**src/c16_pkg.sv**
```systemverilog
package c16_pkg;

	//////////////////////////////////////////////////
	// Widths
	//////////////////////////////////////////////////
	localparam int WORD_W    = 16;
	localparam int REG_IDX_W = 3;
	localparam int TAG_W     = 3;
	localparam int OPC_W     = 5;
	localparam int IMM_W     = 5; // Immediate field in bits 4..0

	localparam int NUM_REGS  = 8;
	localparam int ROB_DEPTH = 8; // One entry per busy destination

	// Lane depths in register stages
	localparam int LANE0_STAGES = 1;
	localparam int LANE1_STAGES = 3;

	//////////////////////////////////////////////////
	// Types
	//////////////////////////////////////////////////
	typedef logic [WORD_W-1:0]    word_t;
	typedef logic [WORD_W-1:0]    instr_t;
	typedef logic [REG_IDX_W-1:0] reg_idx_t;
	typedef logic [TAG_W-1:0]     tag_t;

	// Instruction bits 15..11
	typedef enum logic [OPC_W-1:0] {
		OPC_ADD_IMM = 5'b00000,
		OPC_ADD_REG = 5'b00001,
		OPC_SUB_IMM = 5'b00010,
		OPC_SUB_REG = 5'b00011
	} opcode_e;

	// Decoded lane operation
	typedef enum logic [1:0] {
		OP_ADD = 2'd0,
		OP_SUB = 2'd1,
		OP_NOP = 2'd2
	} alu_op_e;

endpackage

```
**src/alu_lane.sv**
```systemverilog
`timescale 1ns/1ps

module alu_lane #(
	parameter int STAGES = 1
) (
	input  logic               clk,
	input  logic               rst_n,
	input  logic               go,
	input  c16_pkg::alu_op_e   op,
	input  c16_pkg::word_t     a,
	input  c16_pkg::word_t     b,
	input  c16_pkg::reg_idx_t  dest,
	input  c16_pkg::tag_t      tag,
	output logic               done,
	output c16_pkg::tag_t      res_tag,
	output c16_pkg::reg_idx_t  res_dest,
	output c16_pkg::word_t     result
);

	c16_pkg::word_t    alu_out;
	logic              valid_q [STAGES];
	c16_pkg::word_t    res_q   [STAGES];
	c16_pkg::reg_idx_t dest_q  [STAGES];
	c16_pkg::tag_t     tag_q   [STAGES];

	always_comb begin
		case (op)
			c16_pkg::OP_SUB: alu_out = a - b;
			default:         alu_out = a + b;
		endcase
	end

	always_ff @(posedge clk) begin
		if (!rst_n) begin
			for (int i = 0; i < STAGES; i++) begin
				valid_q[i] <= 1'b0;
			end
		end else begin
			valid_q[0] <= go;
			for (int i = 1; i < STAGES; i++) begin
				valid_q[i] <= valid_q[i-1];
			end
		end
	end

	// Result travels with its tag and destination
	always_ff @(posedge clk) begin
		res_q[0]  <= alu_out;
		dest_q[0] <= dest;
		tag_q[0]  <= tag;
		for (int i = 1; i < STAGES; i++) begin
			res_q[i]  <= res_q[i-1];
			dest_q[i] <= dest_q[i-1];
			tag_q[i]  <= tag_q[i-1];
		end
	end

	assign done     = valid_q[STAGES-1];
	assign result   = res_q[STAGES-1];
	assign res_dest = dest_q[STAGES-1];
	assign res_tag  = tag_q[STAGES-1];

endmodule

```
**src/c16_core.sv**
```systemverilog
`timescale 1ns/1ps

module c16_core (
	input  logic               clk,
	input  logic               rst_n,
	input  logic               instr_valid,
	input  c16_pkg::instr_t    instr,
	output logic               stall,
	output logic               commit_valid,
	output c16_pkg::reg_idx_t  commit_reg,
	output c16_pkg::word_t     commit_value
);

	c16_pkg::reg_idx_t rd_a_idx;
	c16_pkg::reg_idx_t rd_b_idx;
	c16_pkg::word_t    rd_a_value;
	c16_pkg::word_t    rd_b_value;

	c16_pkg::alu_op_e  lane_op;
	c16_pkg::word_t    lane_a;
	c16_pkg::word_t    lane_b;
	c16_pkg::reg_idx_t lane_dest;
	c16_pkg::tag_t     lane_tag;
	logic              go0;
	logic              go1;

	logic              done0;
	c16_pkg::tag_t     tag0;
	c16_pkg::reg_idx_t dest0;
	c16_pkg::word_t    result0;
	logic              done1;
	c16_pkg::tag_t     tag1;
	c16_pkg::reg_idx_t dest1;
	c16_pkg::word_t    result1;

	//////////////////////////////////////////////////
	// Producer
	//////////////////////////////////////////////////
	instr_issue u_issue (
		.clk          (clk),
		.rst_n        (rst_n),
		.instr_valid  (instr_valid),
		.instr        (instr),
		.rd_a_value   (rd_a_value),
		.rd_b_value   (rd_b_value),
		.commit_valid (commit_valid),
		.commit_reg   (commit_reg),
		.stall        (stall),
		.rd_a_idx     (rd_a_idx),
		.rd_b_idx     (rd_b_idx),
		.lane_op      (lane_op),
		.lane_a       (lane_a),
		.lane_b       (lane_b),
		.lane_dest    (lane_dest),
		.lane_tag     (lane_tag),
		.go0          (go0),
		.go1          (go1)
	);

	alu_lane #(.STAGES(c16_pkg::LANE0_STAGES)) u_lane0 ( // Short lane
		.clk(clk), .rst_n(rst_n), .go(go0), .op(lane_op), .a(lane_a), .b(lane_b),
		.dest(lane_dest), .tag(lane_tag),
		.done(done0), .res_tag(tag0), .res_dest(dest0), .result(result0)
	);

	alu_lane #(.STAGES(c16_pkg::LANE1_STAGES)) u_lane1 ( // Long lane
		.clk(clk), .rst_n(rst_n), .go(go1), .op(lane_op), .a(lane_a), .b(lane_b),
		.dest(lane_dest), .tag(lane_tag),
		.done(done1), .res_tag(tag1), .res_dest(dest1), .result(result1)
	);

	//////////////////////////////////////////////////
	// Buffer and consumer
	//////////////////////////////////////////////////
	reorder_buffer u_rob (
		.clk(clk), .rst_n(rst_n),
		.done0(done0), .tag0(tag0), .dest0(dest0), .result0(result0),
		.done1(done1), .tag1(tag1), .dest1(dest1), .result1(result1),
		.commit_valid(commit_valid), .commit_reg(commit_reg), .commit_value(commit_value)
	);

	commit_regfile u_regfile (
		.clk(clk), .rst_n(rst_n),
		.commit_valid(commit_valid), .commit_reg(commit_reg), .commit_value(commit_value),
		.rd_a_idx(rd_a_idx), .rd_b_idx(rd_b_idx),
		.rd_a_value(rd_a_value), .rd_b_value(rd_b_value)
	);

endmodule

```
**src/commit_regfile.sv**
```systemverilog
`timescale 1ns/1ps

module commit_regfile (
	input  logic               clk,
	input  logic               rst_n,
	input  logic               commit_valid,
	input  c16_pkg::reg_idx_t  commit_reg,
	input  c16_pkg::word_t     commit_value,
	input  c16_pkg::reg_idx_t  rd_a_idx,
	input  c16_pkg::reg_idx_t  rd_b_idx,
	output c16_pkg::word_t     rd_a_value,
	output c16_pkg::word_t     rd_b_value
);

	c16_pkg::word_t regs [c16_pkg::NUM_REGS]; // Architectural state

	always_ff @(posedge clk) begin
		if (!rst_n) begin
			for (int i = 0; i < c16_pkg::NUM_REGS; i++) begin
				regs[i] <= '0;
			end
		end else if (commit_valid) begin
			regs[commit_reg] <= commit_value;
		end
	end

	// Busy sources stall at issue, so plain reads suffice
	assign rd_a_value = regs[rd_a_idx];
	assign rd_b_value = regs[rd_b_idx];

endmodule

```
**src/instr_issue.sv**
```systemverilog
`timescale 1ns/1ps

module instr_issue (
	input  logic               clk,
	input  logic               rst_n,
	input  logic               instr_valid,
	input  c16_pkg::instr_t    instr,
	input  c16_pkg::word_t     rd_a_value,
	input  c16_pkg::word_t     rd_b_value,
	input  logic               commit_valid,
	input  c16_pkg::reg_idx_t  commit_reg,
	output logic               stall,
	output c16_pkg::reg_idx_t  rd_a_idx,
	output c16_pkg::reg_idx_t  rd_b_idx,
	output c16_pkg::alu_op_e   lane_op,
	output c16_pkg::word_t     lane_a,
	output c16_pkg::word_t     lane_b,
	output c16_pkg::reg_idx_t  lane_dest,
	output c16_pkg::tag_t      lane_tag,
	output logic               go0,
	output logic               go1
);

	c16_pkg::opcode_e  opcode;
	c16_pkg::alu_op_e  op;
	c16_pkg::reg_idx_t dest;
	c16_pkg::reg_idx_t src_a;
	c16_pkg::reg_idx_t src_b;
	c16_pkg::word_t    imm;
	logic              use_imm;
	logic              is_alu;
	logic              hazard;
	logic              accept;

	logic [c16_pkg::NUM_REGS-1:0] busy; // Scoreboard, one bit per register
	c16_pkg::tag_t                tail_tag;

	//////////////////////////////////////////////////
	// Decode
	//////////////////////////////////////////////////
	assign opcode = c16_pkg::opcode_e'(instr[15:11]);
	assign dest   = instr[10:8];
	assign src_a  = instr[7:5];
	assign src_b  = instr[2:0];
	assign imm    = {{(c16_pkg::WORD_W - c16_pkg::IMM_W){instr[c16_pkg::IMM_W-1]}},
		instr[c16_pkg::IMM_W-1:0]};

	always_comb begin
		op      = c16_pkg::OP_NOP;
		use_imm = 1'b0;
		case (opcode)
			c16_pkg::OPC_ADD_IMM: begin
				op      = c16_pkg::OP_ADD;
				use_imm = 1'b1;
			end
			c16_pkg::OPC_ADD_REG: begin
				op = c16_pkg::OP_ADD;
			end
			c16_pkg::OPC_SUB_IMM: begin
				op      = c16_pkg::OP_SUB;
				use_imm = 1'b1;
			end
			c16_pkg::OPC_SUB_REG: begin
				op = c16_pkg::OP_SUB;
			end
			default: begin
				op = c16_pkg::OP_NOP; // Anything else is dropped
			end
		endcase
	end

	assign is_alu = (op != c16_pkg::OP_NOP);

	//////////////////////////////////////////////////
	// Scoreboard check
	//////////////////////////////////////////////////
	assign hazard = busy[src_a] | (~use_imm & busy[src_b]) | busy[dest];
	assign stall  = instr_valid & is_alu & hazard;
	assign accept = instr_valid & is_alu & ~hazard;

	// Operands come straight from committed state
	assign rd_a_idx = src_a;
	assign rd_b_idx = src_b;

	assign lane_op   = op;
	assign lane_a    = rd_a_value;
	assign lane_b    = use_imm ? imm : rd_b_value;
	assign lane_dest = dest;
	assign lane_tag  = tail_tag;

	// Even tags to lane 0, odd tags to lane 1
	assign go0 = accept & ~tail_tag[0];
	assign go1 = accept & tail_tag[0];

	always_ff @(posedge clk) begin
		if (!rst_n) begin
			busy     <= '0;
			tail_tag <= '0;
		end else begin
			if (commit_valid) begin
				busy[commit_reg] <= 1'b0;
			end
			if (accept) begin
				busy[dest] <= 1'b1;
				tail_tag   <= tail_tag + 1'b1;
			end
		end
	end

endmodule

```
**src/reorder_buffer.sv**
```systemverilog
`timescale 1ns/1ps

module reorder_buffer (
	input  logic               clk,
	input  logic               rst_n,
	input  logic               done0,
	input  c16_pkg::tag_t      tag0,
	input  c16_pkg::reg_idx_t  dest0,
	input  c16_pkg::word_t     result0,
	input  logic               done1,
	input  c16_pkg::tag_t      tag1,
	input  c16_pkg::reg_idx_t  dest1,
	input  c16_pkg::word_t     result1,
	output logic               commit_valid,
	output c16_pkg::reg_idx_t  commit_reg,
	output c16_pkg::word_t     commit_value
);

	logic [c16_pkg::ROB_DEPTH-1:0] ent_valid;
	c16_pkg::reg_idx_t             ent_dest  [c16_pkg::ROB_DEPTH];
	c16_pkg::word_t                ent_value [c16_pkg::ROB_DEPTH];
	c16_pkg::tag_t                 head; // Oldest uncommitted tag
	logic                          retire;

	assign retire = ent_valid[head];

	//////////////////////////////////////////////////
	// Entry state and head pointer
	//////////////////////////////////////////////////
	always_ff @(posedge clk) begin
		if (!rst_n) begin
			ent_valid    <= '0;
			head         <= '0;
			commit_valid <= 1'b0;
		end else begin
			commit_valid <= retire;
			if (retire) begin
				ent_valid[head] <= 1'b0;
				head            <= head + 1'b1;
			end
			// Lanes never share a tag, both may land together
			if (done0) begin
				ent_valid[tag0] <= 1'b1;
			end
			if (done1) begin
				ent_valid[tag1] <= 1'b1;
			end
		end
	end

	//////////////////////////////////////////////////
	// Entry payload and commit outputs
	//////////////////////////////////////////////////
	always_ff @(posedge clk) begin
		if (done0) begin
			ent_dest[tag0]  <= dest0;
			ent_value[tag0] <= result0;
		end
		if (done1) begin
			ent_dest[tag1]  <= dest1;
			ent_value[tag1] <= result1;
		end
		if (retire) begin
			commit_reg   <= ent_dest[head];
			commit_value <= ent_value[head];
		end
	end

endmodule

```
**config.mk**
```make
export PLATFORM = sky130hd
export DESIGN_NAME = c16_core
export DESIGN_NICKNAME = d
export VERILOG_FILES = /design/src/c16_pkg.sv /design/src/alu_lane.sv /design/src/c16_core.sv /design/src/commit_regfile.sv /design/src/instr_issue.sv /design/src/reorder_buffer.sv
export SDC_FILE = /design/constraint.sdc
export NUM_CORES = 1
export LEC_CHECK = 0
export BUFFER_PORTS_ARGS = -buffer_cell sky130_fd_sc_hd__buf_2
export CELL_PAD_IN_SITES_DETAIL_PLACEMENT = 1
export CELL_PAD_IN_SITES_GLOBAL_PLACEMENT = 1
export CORE_MARGIN = 2
export CORE_UTILIZATION = 54
export CTS_BUF_LIST = sky130_fd_sc_hd__clkbuf_16
export CTS_CLUSTER_DIAMETER = 80
export DETAILED_ROUTE_END_ITERATION = 7
export PLACE_DENSITY = 0.88
export SETUP_SLACK_MARGIN = 0.4
export SYNTH_ARGS = -nofsm -noshare
export SYNTH_HDL_FRONTEND = slang
export SYNTH_SLANG_ARGS = --single-unit
```
**constraint.sdc**
```tcl
create_clock -name clk -period 5.4 [get_ports clk]
set_input_delay 1.08 -clock clk [delete_from_list [all_inputs] [get_ports clk]]
set_output_delay 1.08 -clock clk [all_outputs]
set_load 0.1 [all_outputs]
```
# [Yosys cells after proc, flatten, opt, wreduce, memory -nomap -nowiden]
# Memories as Yosys holds them, arrays and structs flattened. A register that Yosys moved wholly into a read port is not among the register bits.
# Index checks and enable logic that the tools add are counted.
[classes] addsub=4 n_lt_le_gt_ge=12 n_eq_ne=5 n_mux=47 bitwise=21 n_reduce_logical=11
[ops] op="two-way mux 8 bit" count=8
[ops] op="two-way mux 16 bit" count=3
[ops] op="< comparator 3 x 4 -> 1 bit (second input constant)" count=7
[ops] op="two-way mux 1 bit" count=25
[ops] op="bitwise OR 8 bit" count=3
[ops] op="adder 16 bit" count=1
[ops] op="bitwise AND 8 bit" count=2
[ops] op="NOT 8 bit" count=2
[ops] op="OR reduction 16 bit" count=1
[ops] op="subtractor 16 bit" count=1
[ops] op="demux 1 bit (select 3 bit)" count=5
[ops] op="greater-or-equal comparator 3 x 1 -> 1 bit (second input constant)" count=5
[ops] op="binary-select mux 1 bit (select 3 bit)" count=4
[ops] op="equality test 5 x 2 -> 1 bit (second input constant)" count=2
[ops] op="adder 3 x 1 -> 3 bit (second input constant)" count=2
[ops] op="bitwise AND 1 bit" count=6
[ops] op="OR reduction 2 bit" count=3
[ops] op="equality test 5 x 1 -> 1 bit (second input constant)" count=1
[ops] op="logical AND 1 bit" count=5
[ops] op="zero test 5 bit" count=1
[ops] op="bitwise OR 1 bit" count=5
[ops] op="case mux 2 bit (2 select lines)" count=1
[ops] op="two-way mux 3 bit" count=1
[ops] op="NOT 1 bit" count=3
[ops] op="other kinds (3)" count=3
[totals] register_bits=23 ramBits=372 inputBits=19 output_inout_bits=21 wordCells=116 n_memories=11
[memory_table] name="u_regfile.regs" depth=8 width=16 rd=2 rd_clocked_by_memory_dff=0 write_ports=8 line="commit_regfile.sv:15" text="c16_pkg::word_t regs [c16_pkg::NUM_REGS];"
[memory_table] name="u_rob.ent_value" depth=8 width=16 rd=1 rd_clocked_by_memory_dff=1 write_ports=2 line="reorder_buffer.sv:21" text="c16_pkg::word_t ent_value [c16_pkg::ROB_DEPTH];"
[memory_table] name="u_lane1.res_q" depth=3 width=16 rd=3 rd_clocked_by_memory_dff=0 write_ports=3 line="alu_lane.sv:22" text="c16_pkg::word_t res_q [STAGES];"
[memory_table] name="u_rob.ent_dest" depth=8 width=3 rd=1 rd_clocked_by_memory_dff=1 write_ports=2 line="reorder_buffer.sv:20" text="c16_pkg::reg_idx_t ent_dest [c16_pkg::ROB_DEPTH];"
[memory_table] name="u_lane0.res_q" depth=1 width=16 rd=1 rd_clocked_by_memory_dff=0 write_ports=1 line="alu_lane.sv:22"
[memory_table] name="u_lane1.dest_q" depth=3 width=3 rd=3 rd_clocked_by_memory_dff=0 write_ports=3 line="alu_lane.sv:23" text="c16_pkg::reg_idx_t dest_q [STAGES];"
[memory_table] name="5 more memories"

# [Logic depth before layout (Yosys ltp)]
[logic_depth] depth_word=13 depth_mapped=19

# [Cells and area by module]
# A second synthesis with hierarchy kept.
[hier_totals] cells_unflattened=1448 hier_area_um2=21032.7
[by_module_without_submodules] mod="reorder_buffer" n_inst=1 cells_per_inst=492 area_per_inst_um2=8904.8 seq_area_each_um2=5375.2
[by_module_without_submodules] mod="commit_regfile" n_inst=1 cells_per_inst=430 area_per_inst_um2=6876.6 seq_area_each_um2=3843.7
[by_module_without_submodules] mod="alu_lane at u_lane1" n_inst=1 cells_per_inst=242 area_per_inst_um2=2642.5 seq_area_each_um2=1381.3
[by_module_without_submodules] mod="alu_lane at u_lane0" n_inst=1 cells_per_inst=160 area_per_inst_um2=1520.2 seq_area_each_um2=460.4
[by_module_without_submodules] mod="instr_issue" n_inst=1 cells_per_inst=124 area_per_inst_um2=1088.5 seq_area_each_um2=220.2

# [Least setup slack after synthesis]
# OpenSTA, ideal clock, no wires.
[synth_path] kind="input-to-reg" from="in instr[5]" to="mem u_lane0.res_q[0][14] (netlist bit)" setup_time_ns=0.072 arrival_ns=4.620 setup_slack_ns=0.707 stages=13 cell_sequence="buf_2 > buf_1 > mux4_2 > mux2_2 > fa_1 > a21o_1 > a21o_1 > a21oi_1 > o21ai_0 > a2111oi_0 > o21bai_1 > a21oi_1 > xnor2_1"
[synth_between] elab_chain_cells=3
[synth_lines] item="from (decl)" line="c16_core.sv:7" text="input c16_pkg::instr_t instr,"
[synth_lines] item="memory (8 x 16 bit) (*)"
[synth_lines] item="adder 16 bit / subtractor 16 bit (equally long branches)" line="alu_lane.sv:29, alu_lane.sv:28"
[synth_lines] item="two-way mux 16 bit (*)" line="alu_lane.sv:27" text="case (op)"
[synth_lines] item="net u_lane0.alu_out[14]" line="alu_lane.sv:20" text="c16_pkg::word_t alu_out;"
[synth_lines] item="to (decl)" line="alu_lane.sv:22"
# Mark *: on every way through the listed nets, which the timed path passes. The rest lies on a longest branch.

# [Worst setup path in the final report]
[layout_path] from="in instr[0]" to="mem u_lane0.res_q[0][14] (netlist bit)"
[layout_between] elab_chain_cells=4
[layout_lines] item="memory (8 x 16 bit)"
[layout_lines] item="two-way mux 16 bit (*)" line="instr_issue.sv:87" text="assign lane_b = use_imm ? imm : rd_b_value;"
[layout_lines] item="adder 16 bit / subtractor 16 bit (equally long branches)" line="alu_lane.sv:29, alu_lane.sv:28"
[layout_lines] item="two-way mux 16 bit (*)" line="alu_lane.sv:27"
[layout_lines] item="net u_lane0.alu_out[14]" line="alu_lane.sv:20"
# Marked as above.

==> results.yml <==
power:
  p_comb_share_pct: 13.6
  clock_power_share_pct: 34.3
  p_int_mw: 5.56
  p_leak_nw: 7.34
  netSwitchingFraction_pct: 26.1
  seq_power_share_pct: 52.1
  switchingPower_mw: 1.97
  cellPowerDensity_nw_per_um2: 363
  irDropWorstVdd_uv: 309
logic_synthesis:
  ys_warn_count: 0
  syn_inst: 1200
  syn_area_sq_um: 18700
  synth_ff_type: "edfxtp_1"
  synth_commonest_cells: "299 x edfxtp_1, 186 x mux2_2, 132 x and2_1, 95 x mux4_2, 93 x dfxtp_1"
  yosys.area.top_type_share_pct: 48.1
  ys_ff_latch: 392
  synthTopCellsByArea: "edfxtp_1 48%, mux4_2 11%, mux2_2 11%, dfxtp_1 10%, and2_1 4.4%"
  seq_area_frac_synth_pct: 58.1
  yosys.area.top_type: "edfxtp_1"
  synth_edf_count: 299
  synthArstFlopShare_pct: 0
  synth_fp_nets: 1238
  ys_types: 68
  synth.avg_cell_area_sq_um: 15.6
  synth_most_common_cell: "edfxtp_1"
min_path:
  min_from: "u_lane1.dest_q[0][5]$_DFF_P_"
  min_to: "u_lane1.dest_q[0][8]$_DFF_P_"
  hold_depth: 0
  hold_class: "reg2reg"
floorplanning:
  die_w_um: 190
  io_pins: 40
  die_h_um: 190
  dieArea_sq_um: 36100
  core-area_sq_um: 34300
  row_count: 68
  start_util_pct: 54.4
clock_tree:
  htree_levels: 2
  clockBufferDepth: 3
  cts_post_setup_buffers_inserted: 0
  cts_inserted_buffers: 41
  cts.repair.resized: 0
  root_buffer: "clkbuf_16"
  cts.clk_slew.worst_paths_ns: 0.06
  clock_latency_ns: 0.55
  cts_tree: "done"
  hold_buffers: 0
  cts.sinks: 392
global_routing:
  grt.total_usage_pct: 29.3
  antenna_found_initial: 0
  grt_pass1_vias: 12200
  grt-ovfl-total: 0
  grt_max_degree: 34
  grt_pass1_wl_um: 77900
detailed_routing:
  via_count: 11100
  drt-pass1-iter-count: 5
  viasPerCell: 6.38
  drt_wl_total_um: 51700
  antenna_left: 0
  drc_errors: 0
  wl_per_cell_um: 29.8
  drt_iter0_markers: 915
sta:
  setup_tns_ns: 0
  slew_headroom_pct: 16.5
  setup_violations: 0
  max_freq_ghz: 0.216
  finalCritPeriodShare_pct: 85.7
  finalHoldViolCount: 0
  skew_ns: 0.0245
  rsz0062_at_grt: "no"
  slew_viol_final: 0
  layout_min_cycle_time_ns: 4.63
  worst_pin_slew_ns: 1.25
final_layout:
  antenna_cells: 0
  largestRegisters: "u_regfile.regs (128), u_rob.ent_value (128), u_lane1.res_q (33)"
  syn_to_final_growth_pct: 11.0
  fillCellCount: 3098
  instances_no_fill: 1739
  stdcell_area_sq_um: 20700
  fin_nets: 1291
  drive_gt1_share_pct: 35.4
placement:
  gp_congestion: 0.893
  port_buffers: 39
  hpwl_um: 32900
  dp.cells: 1665
  post_dp_cell_area_sq_um: 19500
critical_path:
  critical_path_class: "in2reg"
  reg2regPathDepth: 17
  cp-start-kind: "primary input"
  worstSetupEndpointType: "flip-flop"
  cpPeakStageDelay_ns: 0.61
  cpMostUsedCell: "a21oi_1"
  reg2reg_from: "u_regfile.regs[7][0]$_SDFFCE_PN0P_"
  cp_max_fo: 17
  worst-path-buf-inv: 2
  required_ns: 5.85
  critical-path-top-delay-family: "compound AO/OA/AOI/OAI gates"
  crit_start: "instr[0]"
  slowest_stage: "mux4_1"
  worstReg2RegEnd: "u_lane0.res_q[0][14]$_DFF_P_"
  cp.arrival_ns: 5.08
  path_cells: "buf_2, buf_4, mux4_1, mux2i_1, o21ai_1, nor4_1, nor2_1, xor2_1, ha_1, a21o_1, a21oi_1, o21ai_0, a2111oi_1, o21bai_1, a21oi_1, xnor2_1"
  r2r_slack_ns: 1.08
status:
  outcome: "finished, final reports clean"
job:
  max_cap_viol_count: 0
==> worst max-delay path by stage <==
stage                                    to  slack, ns  depth (start not counted)
4_1_cts        u_lane1.res_q[0][15]$_DFF_P_       0.72                         15
3_5_place_dp   u_lane1.res_q[0][15]$_DFF_P_       0.20                         15
2_1_floorplan  u_lane0.res_q[0][14]$_DFF_P_       0.71                         13
5_1_grt        u_lane0.res_q[0][14]$_DFF_P_       0.43                         16
6_report       u_lane0.res_q[0][14]$_DFF_P_       0.77                         16
3_3_place_gp   u_lane1.res_q[0][15]$_DFF_P_       0.31                         17
==> cell families (layout without fill, tap and decap cells) <==
family,count (synthesis),in the layout,share of synthesized area [%]
compound gates,98,98,3.51
xor+xnor,30,30,1.41
fa+ha+maj,19,19,1.31
buf+inv,82,166,2.05
flops,392,392,58.1
mux,313,313,25.6
simple gates,266,266,8.07
==> layout make-up <==
cell class	instances	area (sq um)	area share [%]
Sequential cell	392	10800	52.3
Multi-Input combinational cell	726	7590	36.6
Timing Repair Buffer	74	458	2.21
Inverter	18	67.6	0.326
Clock buffer	41	1030	4.95
Clock inverter	33	170	0.821
Tap cell	455	569	2.75
==> worst register-to-register path, stage by stage, from the launching register on <==
cell and delay [ns]:
edfxtp_1 0.41, mux4_2 0.47, o21ai_0 0.20, o21ai_1 0.19, inv_1 0.10, ha_1 0.16
o211ai_1 0.13, nor4_1 0.39, nor2_1 0.10, xor2_1 0.17, ha_1 0.36, a21o_1 0.22
a21oi_1 0.14, o21ai_0 0.24, a2111oi_1 0.49, o21bai_1 0.13, a21oi_1 0.18, xnor2_1 0.15
==> per-stage QoR <==
| stage | worst slack (ns) | power, mW | hold slack (ns) | util [%] |
|---|---|---|---|---|
| after floorplan | 0.707 | 4.58 | 0.310 | - |
| after global placement | 0.312 | 4.84 | 0.310 | 56.9 |
| after detailed placement | 0.198 | 4.96 | 0.313 | 56.9 |
| after CTS | 0.722 | 7.53 | 0.327 | 60.4 |
| after global routing | 0.426 | 7.77 | 0.331 | 60.4 |
| final | 0.772 | 7.53 | 0.324 | 60.4 |
==> power by group through the flow <==
stage | clock network [mW] | logic [mW] | registers (mW)
after global placement | 0 | 0.922 | 3.92
after CTS | 2.61 | 1.01 | 3.91
final | 2.58 | 1.02 | 3.92
after global routing | 2.71 | 1.09 | 3.96
after detailed placement | 0 | 0.995 | 3.96
after floorplan | 0 | 0.760 | 3.82
==> routing by layer <==
| metal | GRT usage, % | part of all wire [%] | up-vias |
|---|---|---|---|
| met5 | 0 | 0 | - |
| met4 | 12.3 | 3.8 | 0 |
| met3 | 3.95 | 4.7 | 140 |
| met2 | 51.2 | 52 | 394 |
| met1 | 36.9 | 40 | 5816 |
| li1 | - | - | 4748 |
==> cells in the final DEF (no fill, tap or decap), types with 9 or more instances in the layout <==
cell,netlist,layout
inv_1,18,28
buf_4,1,35
and2_1,132,132
nand3_1,13,13
ha_1,18,18
clkinv_1,0,12
edfxtp_1,299,299
xor2_1,9,9
mux4_1,13,13
mux2i_1,17,17
mux4_2,95,95
o21ai_0,23,14
xnor2_1,21,21
nor2_1,50,44
mux2_2,186,186
nand2_1,32,32
dfxtp_1,93,91
clkbuf_16,0,41
a21oi_1,24,24
buf_2,6,39
Note: power is estimated with default switching activity, not from simulation.
